[src/riscv_pkg.sv]
`default_nettype none

package riscv_pkg;

    typedef logic [31:0] word_t;
    typedef logic [31:0] addr_t;
    typedef logic [29:0] waddr_t;
    typedef logic [4:0]  reg_idx_t;
    typedef logic [31:0] inst_t;

    // major opcodes of the supported subset
    typedef enum logic [6:0] {
        opc_reg    = 7'b0110011,
        opc_imm    = 7'b0010011,
        opc_load   = 7'b0000011,
        opc_store  = 7'b0100011,
        opc_branch = 7'b1100011,
        opc_jal    = 7'b1101111,
        opc_jalr   = 7'b1100111,
        opc_lui    = 7'b0110111
    } opcode_e;

    typedef enum logic [3:0] {
        alu_add,
        alu_sub,
        alu_and,
        alu_or,
        alu_xor,
        alu_slt,
        alu_pass_b
    } alu_op_e;

    typedef struct packed {
        logic  valid;
        addr_t pc;
        inst_t inst;
    } if_id_t;

    typedef struct packed {
        logic     valid;
        addr_t    pc;
        reg_idx_t rs1;
        reg_idx_t rs2;
        reg_idx_t rd;
        word_t    rs1_data;
        word_t    rs2_data;
        word_t    imm;
        logic     alu_src;
        alu_op_e  alu_op;
        logic     jal;
        logic     jalr;
        logic     mem_ren;
        logic     mem_wen;
        logic     mem_to_reg;
        logic     reg_wen;
    } id_ex_t;

    typedef struct packed {
        logic     valid;
        word_t    alu_result;
        word_t    store_data;
        addr_t    pc_plus_4;
        reg_idx_t rd;
        logic     mem_ren;
        logic     mem_wen;
        logic     mem_to_reg;
        logic     reg_wen;
        logic     jump;
    } ex_mem_t;

    typedef struct packed {
        word_t    alu_result;
        word_t    mem_data;
        addr_t    pc_plus_4;
        reg_idx_t rd;
        logic     mem_to_reg;
        logic     reg_wen;
        logic     jump;
    } mem_wb_t;

    // write-back loop toward register file and forwarding
    typedef struct packed {
        logic     wen;
        reg_idx_t rd;
        word_t    data;
    } wb_t;

    localparam addr_t reset_pc = 32'h0000_0000;
    // addi x0, x0, 0
    localparam inst_t nop_inst = 32'h0000_0013;

endpackage

`default_nettype wire

[src/hazard_unit.sv]
`timescale 1ns/1ps
`default_nettype none

module hazard_unit import riscv_pkg::*; (
    input  wire reg_idx_t rs1,
    input  wire reg_idx_t rs2,
    input  wire logic     is_branch,
    input  wire logic     branch_taken,
    input  wire logic     jump_taken,
    input  wire id_ex_t   id_ex,
    input  wire ex_mem_t  ex_mem,
    input  wire logic     icache_stall,
    input  wire logic     dcache_stall,
    output logic          freeze,
    output logic          hold_front,
    output logic          flush_if_id,
    output logic          flush_id_ex
);

    logic id_ex_writes;
    logic ex_mem_writes;
    logic id_ex_match;
    logic ex_mem_match;
    logic load_use;
    logic branch_dep;

    assign id_ex_writes  = id_ex.valid && id_ex.reg_wen && id_ex.rd != '0;
    assign ex_mem_writes = ex_mem.valid && ex_mem.reg_wen && ex_mem.rd != '0;
    assign id_ex_match   = (id_ex.rd == rs1) || (id_ex.rd == rs2);
    assign ex_mem_match  = (ex_mem.rd == rs1) || (ex_mem.rd == rs2);

    // loaded value only exists after MEM
    assign load_use = id_ex_writes && id_ex.mem_ren && id_ex_match;

    // branch compares in decode, so wait for producers still in EX or MEM
    assign branch_dep = is_branch && ((id_ex_writes && id_ex_match) ||
                                      (ex_mem_writes && ex_mem_match));

    assign freeze      = icache_stall || dcache_stall;
    assign hold_front  = load_use || branch_dep;
    assign flush_if_id = jump_taken || (branch_taken && !hold_front);
    assign flush_id_ex = jump_taken;

endmodule

`default_nettype wire

[src/register_file.sv]
`timescale 1ns/1ps
`default_nettype none

module register_file import riscv_pkg::*; (
    input  wire logic     clk,
    input  wire logic     arst_n,
    input  wire reg_idx_t rs1,
    input  wire reg_idx_t rs2,
    input  wire wb_t      wb,
    output word_t         rs1_data,
    output word_t         rs2_data
);

    // x0 has no storage
    word_t regs [1:31];

    always_ff @(posedge clk or negedge arst_n) begin
        if (!arst_n) begin
            for (int i = 1; i < 32; i++) begin
                regs[i] <= '0;
            end
        end else if (wb.wen && wb.rd != '0) begin
            regs[wb.rd] <= wb.data;
        end
    end

    // same-cycle write passes straight through to decode
    always_comb begin
        if (rs1 == '0) begin
            rs1_data = '0;
        end else if (wb.wen && wb.rd == rs1) begin
            rs1_data = wb.data;
        end else begin
            rs1_data = regs[rs1];
        end
        if (rs2 == '0) begin
            rs2_data = '0;
        end else if (wb.wen && wb.rd == rs2) begin
            rs2_data = wb.data;
        end else begin
            rs2_data = regs[rs2];
        end
    end

endmodule

`default_nettype wire

[src/riscv_ex.sv]
`timescale 1ns/1ps
`default_nettype none

module riscv_ex import riscv_pkg::*; (
    input  wire logic   clk,
    input  wire logic   arst_n,
    input  wire logic   freeze,
    input  wire id_ex_t id_ex,
    input  wire wb_t    wb,
    output logic        jump_taken,
    output addr_t       jump_target,
    output ex_mem_t     ex_mem
);

    word_t ex_mem_value;
    word_t op_a;
    word_t fwd_b;
    word_t op_b;
    word_t alu_result;

    // a jump in EX/MEM writes its link value, not the ALU result
    assign ex_mem_value = ex_mem.jump ? ex_mem.pc_plus_4 : ex_mem.alu_result;

    always_comb begin
        if (id_ex.rs1 != '0 && ex_mem.valid && ex_mem.reg_wen && ex_mem.rd == id_ex.rs1) begin
            op_a = ex_mem_value;
        end else if (id_ex.rs1 != '0 && wb.wen && wb.rd == id_ex.rs1) begin
            op_a = wb.data;
        end else begin
            op_a = id_ex.rs1_data;
        end
        if (id_ex.rs2 != '0 && ex_mem.valid && ex_mem.reg_wen && ex_mem.rd == id_ex.rs2) begin
            fwd_b = ex_mem_value;
        end else if (id_ex.rs2 != '0 && wb.wen && wb.rd == id_ex.rs2) begin
            fwd_b = wb.data;
        end else begin
            fwd_b = id_ex.rs2_data;
        end
    end

    assign op_b = id_ex.alu_src ? id_ex.imm : fwd_b;

    always_comb begin
        case (id_ex.alu_op)
            alu_sub:    alu_result = op_a - op_b;
            alu_and:    alu_result = op_a & op_b;
            alu_or:     alu_result = op_a | op_b;
            alu_xor:    alu_result = op_a ^ op_b;
            alu_slt:    alu_result = {31'b0, $signed(op_a) < $signed(op_b)};
            alu_pass_b: alu_result = op_b;
            default:    alu_result = op_a + op_b;
        endcase
    end

    assign jump_taken  = id_ex.valid && (id_ex.jal || id_ex.jalr);
    assign jump_target = id_ex.jal ? id_ex.pc + id_ex.imm
                                   : (op_a + id_ex.imm) & ~32'd1;

    always_ff @(posedge clk or negedge arst_n) begin
        if (!arst_n) begin
            ex_mem <= '0;
        end else if (!freeze) begin
            ex_mem.valid      <= id_ex.valid;
            ex_mem.alu_result <= alu_result;
            ex_mem.store_data <= fwd_b;
            ex_mem.pc_plus_4  <= id_ex.pc + 32'd4;
            ex_mem.rd         <= id_ex.rd;
            ex_mem.mem_ren    <= id_ex.mem_ren;
            ex_mem.mem_wen    <= id_ex.mem_wen;
            ex_mem.mem_to_reg <= id_ex.mem_to_reg;
            ex_mem.reg_wen    <= id_ex.reg_wen;
            ex_mem.jump       <= id_ex.jal || id_ex.jalr;
        end
    end

endmodule

`default_nettype wire

[src/riscv_id.sv]
`timescale 1ns/1ps
`default_nettype none

module riscv_id import riscv_pkg::*; (
    input  wire logic   clk,
    input  wire logic   arst_n,
    input  wire logic   freeze,
    input  wire logic   hold_front,
    input  wire logic   flush_id_ex,
    input  wire if_id_t if_id,
    input  wire word_t  rs1_data,
    input  wire word_t  rs2_data,
    output reg_idx_t    rs1,
    output reg_idx_t    rs2,
    output logic        is_branch,
    output logic        branch_taken,
    output addr_t       branch_target,
    output id_ex_t      id_ex
);

    opcode_e  opcode;
    logic [2:0] funct3;
    word_t    imm_i;
    word_t    imm_s;
    word_t    imm_b;
    word_t    imm_j;
    word_t    imm_u;
    logic     branch_op;
    logic     operands_equal;
    id_ex_t   id_ex_d;

    assign opcode = opcode_e'(if_id.inst[6:0]);
    assign funct3 = if_id.inst[14:12];
    assign rs1    = if_id.inst[19:15];
    assign rs2    = if_id.inst[24:20];

    // immediate formats
    assign imm_i = {{20{if_id.inst[31]}}, if_id.inst[31:20]};
    assign imm_s = {{20{if_id.inst[31]}}, if_id.inst[31:25], if_id.inst[11:7]};
    assign imm_b = {{19{if_id.inst[31]}}, if_id.inst[31], if_id.inst[7],
                    if_id.inst[30:25], if_id.inst[11:8], 1'b0};
    assign imm_j = {{11{if_id.inst[31]}}, if_id.inst[31], if_id.inst[19:12],
                    if_id.inst[20], if_id.inst[30:21], 1'b0};
    assign imm_u = {if_id.inst[31:12], 12'b0};

    always_comb begin
        id_ex_d          = '0;
        id_ex_d.valid    = if_id.valid;
        id_ex_d.pc       = if_id.pc;
        id_ex_d.rs1      = rs1;
        id_ex_d.rs2      = rs2;
        id_ex_d.rd       = if_id.inst[11:7];
        id_ex_d.rs1_data = rs1_data;
        id_ex_d.rs2_data = rs2_data;
        id_ex_d.imm      = imm_i;
        id_ex_d.alu_op   = alu_add;
        branch_op        = 1'b0;
        case (opcode)
            opc_reg: begin
                id_ex_d.reg_wen = 1'b1;
                case (funct3)
                    3'b000:  id_ex_d.alu_op = if_id.inst[30] ? alu_sub : alu_add;
                    3'b111:  id_ex_d.alu_op = alu_and;
                    3'b110:  id_ex_d.alu_op = alu_or;
                    3'b100:  id_ex_d.alu_op = alu_xor;
                    3'b010:  id_ex_d.alu_op = alu_slt;
                    default: id_ex_d.alu_op = alu_add;
                endcase
            end
            opc_imm: begin
                id_ex_d.reg_wen = 1'b1;
                id_ex_d.alu_src = 1'b1;
            end
            opc_load: begin
                id_ex_d.mem_ren    = 1'b1;
                id_ex_d.mem_to_reg = 1'b1;
                id_ex_d.reg_wen    = 1'b1;
                id_ex_d.alu_src    = 1'b1;
            end
            opc_store: begin
                id_ex_d.mem_wen = 1'b1;
                id_ex_d.alu_src = 1'b1;
                id_ex_d.imm     = imm_s;
            end
            opc_branch: begin
                branch_op   = 1'b1;
                id_ex_d.imm = imm_b;
            end
            opc_jal: begin
                id_ex_d.jal     = 1'b1;
                id_ex_d.reg_wen = 1'b1;
                id_ex_d.imm     = imm_j;
            end
            opc_jalr: begin
                id_ex_d.jalr    = 1'b1;
                id_ex_d.reg_wen = 1'b1;
            end
            opc_lui: begin
                id_ex_d.reg_wen = 1'b1;
                id_ex_d.alu_src = 1'b1;
                id_ex_d.imm     = imm_u;
                id_ex_d.alu_op  = alu_pass_b;
            end
            default: ;
        endcase
    end

    // beq when funct3[0] is clear, bne when set
    assign operands_equal = (rs1_data == rs2_data);
    assign is_branch      = if_id.valid && branch_op;
    assign branch_taken   = is_branch && !hold_front && (operands_equal ^ funct3[0]);
    assign branch_target  = if_id.pc + imm_b;

    always_ff @(posedge clk or negedge arst_n) begin
        if (!arst_n) begin
            id_ex <= '0;
        end else if (!freeze) begin
            if (flush_id_ex || hold_front) begin
                id_ex <= '0;
            end else begin
                id_ex <= id_ex_d;
            end
        end
    end

endmodule

`default_nettype wire

[src/riscv_if.sv]
`timescale 1ns/1ps
`default_nettype none

module riscv_if import riscv_pkg::*; (
    input  wire logic  clk,
    input  wire logic  arst_n,
    input  wire logic  freeze,
    input  wire logic  hold_front,
    input  wire logic  flush_if_id,
    input  wire logic  branch_taken,
    input  wire addr_t branch_target,
    input  wire logic  jump_taken,
    input  wire addr_t jump_target,
    input  wire logic  icache_stall,
    input  wire inst_t icache_rdata,
    output logic       icache_ren,
    output waddr_t     icache_addr,
    output if_id_t     if_id
);

    addr_t pc;
    addr_t pc_next;
    logic  advance;

    // instruction word only counts once the stall drops
    assign advance     = !freeze && !icache_stall;
    assign icache_addr = pc[31:2];

    // jump from execute is older than a branch in decode
    always_comb begin
        if (jump_taken) begin
            pc_next = jump_target;
        end else if (branch_taken) begin
            pc_next = branch_target;
        end else begin
            pc_next = pc + 32'd4;
        end
    end

    always_ff @(posedge clk or negedge arst_n) begin
        if (!arst_n) begin
            icache_ren <= 1'b0;
            pc         <= reset_pc;
            if_id      <= '{valid: 1'b0, pc: reset_pc, inst: nop_inst};
        end else begin
            // fetching starts on the first edge out of reset
            icache_ren <= 1'b1;
            if (advance && icache_ren && (jump_taken || !hold_front)) begin
                pc <= pc_next;
            end
            if (advance) begin
                if (flush_if_id) begin
                    if_id <= '{valid: 1'b0, pc: if_id.pc, inst: nop_inst};
                end else if (!hold_front) begin
                    if_id <= '{valid: icache_ren, pc: pc, inst: icache_rdata};
                end
            end
        end
    end

endmodule

`default_nettype wire

[src/riscv_mem.sv]
`timescale 1ns/1ps
`default_nettype none

module riscv_mem import riscv_pkg::*; (
    input  wire logic    clk,
    input  wire logic    arst_n,
    input  wire logic    freeze,
    input  wire ex_mem_t ex_mem,
    input  wire logic    dcache_stall,
    input  wire word_t   dcache_rdata,
    output logic         dcache_ren,
    output logic         dcache_wen,
    output waddr_t       dcache_addr,
    output word_t        dcache_wdata,
    output mem_wb_t      mem_wb
);

    logic advance;

    // request held as long as EX/MEM is held
    assign dcache_ren   = ex_mem.valid && ex_mem.mem_ren;
    assign dcache_wen   = ex_mem.valid && ex_mem.mem_wen;
    assign dcache_addr  = ex_mem.alu_result[31:2];
    assign dcache_wdata = ex_mem.store_data;

    // read data is only good once the stall drops
    assign advance = !freeze && !dcache_stall;

    always_ff @(posedge clk or negedge arst_n) begin
        if (!arst_n) begin
            mem_wb <= '0;
        end else if (advance) begin
            mem_wb.alu_result <= ex_mem.alu_result;
            mem_wb.mem_data   <= dcache_rdata;
            mem_wb.pc_plus_4  <= ex_mem.pc_plus_4;
            mem_wb.rd         <= ex_mem.rd;
            mem_wb.mem_to_reg <= ex_mem.mem_to_reg;
            mem_wb.reg_wen    <= ex_mem.valid && ex_mem.reg_wen;
            mem_wb.jump       <= ex_mem.jump;
        end
    end

endmodule

`default_nettype wire

[src/riscv_pipeline.sv]
`timescale 1ns/1ps
`default_nettype none

module riscv_pipeline import riscv_pkg::*; (
    input  wire logic  clk,
    input  wire logic  arst_n,
    input  wire logic  icache_stall,
    output logic       icache_ren,
    output waddr_t     icache_addr,
    input  wire inst_t icache_rdata,
    input  wire logic  dcache_stall,
    output logic       dcache_ren,
    output logic       dcache_wen,
    output waddr_t     dcache_addr,
    input  wire word_t dcache_rdata,
    output word_t      dcache_wdata
);

    logic     freeze;
    logic     hold_front;
    logic     flush_if_id;
    logic     flush_id_ex;
    logic     branch_taken;
    addr_t    branch_target;
    logic     jump_taken;
    addr_t    jump_target;
    logic     is_branch;
    reg_idx_t rs1;
    reg_idx_t rs2;
    word_t    rs1_data;
    word_t    rs2_data;
    if_id_t   if_id;
    id_ex_t   id_ex;
    ex_mem_t  ex_mem;
    mem_wb_t  mem_wb;
    wb_t      wb;

    riscv_if if_i (
        .clk, .arst_n, .freeze, .hold_front, .flush_if_id,
        .branch_taken, .branch_target, .jump_taken, .jump_target,
        .icache_stall, .icache_rdata, .icache_ren, .icache_addr, .if_id
    );

    riscv_id id_i (
        .clk, .arst_n, .freeze, .hold_front, .flush_id_ex, .if_id,
        .rs1_data, .rs2_data, .rs1, .rs2, .is_branch,
        .branch_taken, .branch_target, .id_ex
    );

    register_file regfile_i (
        .clk, .arst_n, .rs1, .rs2, .wb, .rs1_data, .rs2_data
    );

    riscv_ex ex_i (
        .clk, .arst_n, .freeze, .id_ex, .wb, .jump_taken, .jump_target, .ex_mem
    );

    riscv_mem mem_i (
        .clk, .arst_n, .freeze, .ex_mem, .dcache_stall, .dcache_rdata,
        .dcache_ren, .dcache_wen, .dcache_addr, .dcache_wdata, .mem_wb
    );

    hazard_unit hazard_i (
        .rs1, .rs2, .is_branch, .branch_taken, .jump_taken, .id_ex, .ex_mem,
        .icache_stall, .dcache_stall, .freeze, .hold_front, .flush_if_id, .flush_id_ex
    );

    // write-back mux, no register write while the pipeline is frozen
    always_comb begin
        wb.wen = mem_wb.reg_wen && !freeze;
        wb.rd  = mem_wb.rd;
        if (mem_wb.mem_to_reg) begin
            wb.data = mem_wb.mem_data;
        end else if (mem_wb.jump) begin
            wb.data = mem_wb.pc_plus_4;
        end else begin
            wb.data = mem_wb.alu_result;
        end
    end

endmodule

`default_nettype wire

[config.mk]
export PLATFORM = sky130hd
export DESIGN_NAME = riscv_pipeline
export DESIGN_NICKNAME = d
export VERILOG_FILES = /design/src/riscv_pkg.sv /design/src/hazard_unit.sv /design/src/register_file.sv /design/src/riscv_ex.sv /design/src/riscv_id.sv /design/src/riscv_if.sv /design/src/riscv_mem.sv /design/src/riscv_pipeline.sv
export SDC_FILE = /design/constraint.sdc
export NUM_CORES = 2
export LEC_CHECK = 0
export BUFFER_PORTS_ARGS = -buffer_cell sky130_fd_sc_hd__buf_2
export CORE_MARGIN = 2
export CORE_UTILIZATION = 60
export CTS_CLUSTER_DIAMETER = 100
export DETAILED_ROUTE_END_ITERATION = 12
export PLACE_DENSITY_LB_ADDON = 0.1
export REMOVE_ABC_BUFFERS = 1
export SYNTH_ARGS = -nofsm -noshare
export SYNTH_HDL_FRONTEND = slang
export SYNTH_HIERARCHICAL = 1
export SYNTH_SLANG_ARGS = --single-unit
export TNS_END_PERCENT = 100
[constraint.sdc]
create_clock -name clk -period 7.5 [get_ports clk]
set_clock_uncertainty 0.05 [all_clocks]
set_input_delay 1.125 -clock clk [delete_from_list [all_inputs] [get_ports clk]]
set_output_delay 1.125 -clock clk [all_outputs]
set_load 0.005 [all_outputs]
==> flow_summary.yaml <==
sta:
  fmax_mhz: 151
  rsz0062_at_grt: "no"
  finalSetupTns_ns: 0
  period_share: 0.882
  setup_viol: 0
  slew_headroom: 0.129
  hold_viol_final: 0
  finalMaxSlewViolations: 0
  hold_slack_ns: 0.240
  period_needed_ns: 6.62
  tightest_slew_ns: 1.30
synth:
  syn_area_um2: 87100
  yosys-top-cells-count: "1451 x dfrtp_1, 1191 x mux2_2, 431 x nand2_1, 418 x mux4_2, 347 x clkbuf_1"
  ys_async_sr_fraction: 1.00
  synth.most_common_cell: "dfrtp_1"
  synth.area.top_cells: "dfrtp_1 42%, mux2_2 15%, mux4_2 11%"
  yosysSeqAreaShare: 0.418
  synth-seq-cells: 1454
  synthFlopType: "dfrtp_1"
  synth_edf_count: 0
  synth_top_area_frac: 0.417
  syn_inst: 7240
  synth_cell_types: 120
  yosysTopAreaCell: "dfrtp_1"
  avgSynthCellArea_um2: 12.0
  yosysWarnings: 6
pwr:
  leakagePower_nw: 43.6
  power.density_nw_per_um2: 271
  vdd_drop_max_v: 0.000189
worst_setup_path:
  cp-end-kind: "flip-flop"
  rr_worst_depth: 15
  crit-reg2reg-launch: "if_i/if_id[20]"
  crit_type: "flip-flop to flip-flop"
  r2r-end: "if_i/pc[12]"
  critPathMaxFanout: 40
  start_kind: "flip-flop"
  r2r_slack_ns: 0.88
  cp.required_ns: 8.13
  critPathArrivalTime_ns: 7.24
placed_design:
  gp_congestion: 0.989
  hpwl_um: 205000
  port_buffers: 162
  dpl_cell_area_um2: 89100
  dp.cells: 8818
die:
  core.rowCount: 139
  fp.coreArea_um2: 144000
  start_util: 0.605
  dieArea_um2: 148000
  die_h_um: 385
  die-width_um: 385
  boundaryPins: 163
clocking:
  cts_tree: "yes"
  holdBufCountCts: 0
  clock_path_buffers: 3
  cts_resized: 0
  clock-sinks: 1454
  insertion_delay_ns: 0.81
  h-tree-depth: 4
  clk_pin_slew_ns: 0.06
  cts_root_buf: "clkbuf_16"
  post-cts-setup-buffers: 0
  cts_buffers: 160
route:
  wl_per_cell_um: 33.0
  dr.pass1.iters: 6
  postRouteAntennaNets: 0
  wirelength_um: 301000
  via_per_inst: 7.10
  vias: 64747
  drt_iter0_drc: 6907
  post-route-drc-count: 0
global_routing:
  grt_pass1_vias: 64194
  grt_usage: 0.405
  antenna_found_initial: 10
  grt_max_degree: 184
  grt_overflow_total: 0
  grt_pass1_wl_um: 441000
final_layout:
  finalInstanceArea_um2: 94700
  register_area_um2: 36400
  multi_input_area_um2: 46900
  final_layout_size_suffix_gt1_frac: 0.346
  num-fill-cells: 10864
  fin_cells: 9115
  area_growth_pct: 8.80
  fin_nets: 7339
outcome:
  status: "complete, no violations"
flow_run:
  max-cap-violations: 0
hold_path:
  hold_path.class: "input port to async pin"
[report_power, final]
group	switching, W	internal [W]	total (W)
logic	0.00507	0.00272	0.00780
registers	0.00103	0.00840	0.00943
clock network	0.00343	0.00498	0.00841
[logic make-up (layout without fill, tap and decap cells)]
family | count (synthesis) | count (layout) | synth area share
compound gates | 1405 | 1405 | 0.115
mux | 1925 | 1925 | 0.305
xor+xnor | 203 | 203 | 0.0204
other cells | 2 | 7 | 0.0000862
simple gates | 1218 | 1218 | 0.0659
fa+ha+maj | 194 | 194 | 0.0283
buf+inv | 839 | 806 | 0.0481
flops | 1454 | 1454 | 0.418
[stage by stage]
step                      setup slack [ns]  total power, W  utilization
after floorplan                     -12.67          0.0138            -
after global placement               0.677          0.0171        0.620
after detailed placement             0.660          0.0171        0.620
after CTS                             1.05          0.0255        0.659
after global routing                 0.610          0.0265        0.659
final                                0.883          0.0256        0.659
[worst max path at each step]
| stage | startpoint | endpoint | slack, ns |
|---|---|---|---|
| global placement | dcache_stall | ex_i/ex_mem[104] | 0.68 |
| global route | if_i/if_id[20] | if_i/pc[12] | 0.61 |
| floorplan | if_i/if_id[20] | if_i/if_id[15] | -12.67 |
| finish | if_i/if_id[20] | if_i/pc[12] | 0.88 |
| detailed placement | dcache_stall | ex_i/ex_mem[104] | 0.66 |
| CTS | if_i/if_id[20] | if_i/pc[12] | 1.05 |
[routing by layer]
layer	part of all wire	GRT usage	up-vias
met5	0.00013	0	-
met4	0.067	0.232	6
met3	0.090	0.0861	838
met2	0.44	0.606	3396
met1	0.40	0.550	33593
li1	-	-	26914
[cell usage in the layout, fill, tap and decap left out, types with 161 or more instances in the layout]
cell type,Yosys,routed
a21oi_1,243,243
clkbuf_16,0,162
mux2i_1,232,232
mux2_2,1191,1191
buf_2,107,161
ha_1,189,189
nand2_1,431,416
dfrtp_1,1451,1437
mux4_2,418,418
o21ai_0,254,250
buf_4,138,179
nor2_1,304,286
a22o_1,206,206
[sequential cells by signal (all words and copies together) (netlist names)]
| name | count |
|---|---|
| regfile_i/regs | 992 |
| if_i/pc | 32 |
| mem_i/mem_wb | 104 |
| if_i/if_id | 65 |
| id_i/id_ex | 153 |
| if_i/icache_ren | 1 |
| ex_i/ex_mem | 107 |
[critical path, cell delays in order (launching register included)]
cell and delay, ns:
dfrtp_4 0.96, buf_12 0.34, buf_4 0.25, mux4_2 0.51, a221o_1 0.40, a211oi_1 0.71
nor3_1 0.21, xor2_1 0.19, nor4_1 0.41, nand4_1 0.15, nor2_1 0.37, xnor2_1 0.14
nor3b_2 0.28, or2_2 0.72, o21ai_0 0.22, a221o_2 0.42
[cell type report]
| type | instances | area share |
|---|---|---|
| flip-flops and latches | 1454 | 0.384 |
| well taps | 1903 | 0.0251 |
| inverters | 138 | 0.00547 |
| clock buffers | 234 | 0.0493 |
| diodes | 5 | 0.000132 |
| repair buffers | 376 | 0.0303 |
| clock inverters | 58 | 0.00993 |
| multi-input cells | 4947 | 0.495 |
(Power assumes the default switching activity.)
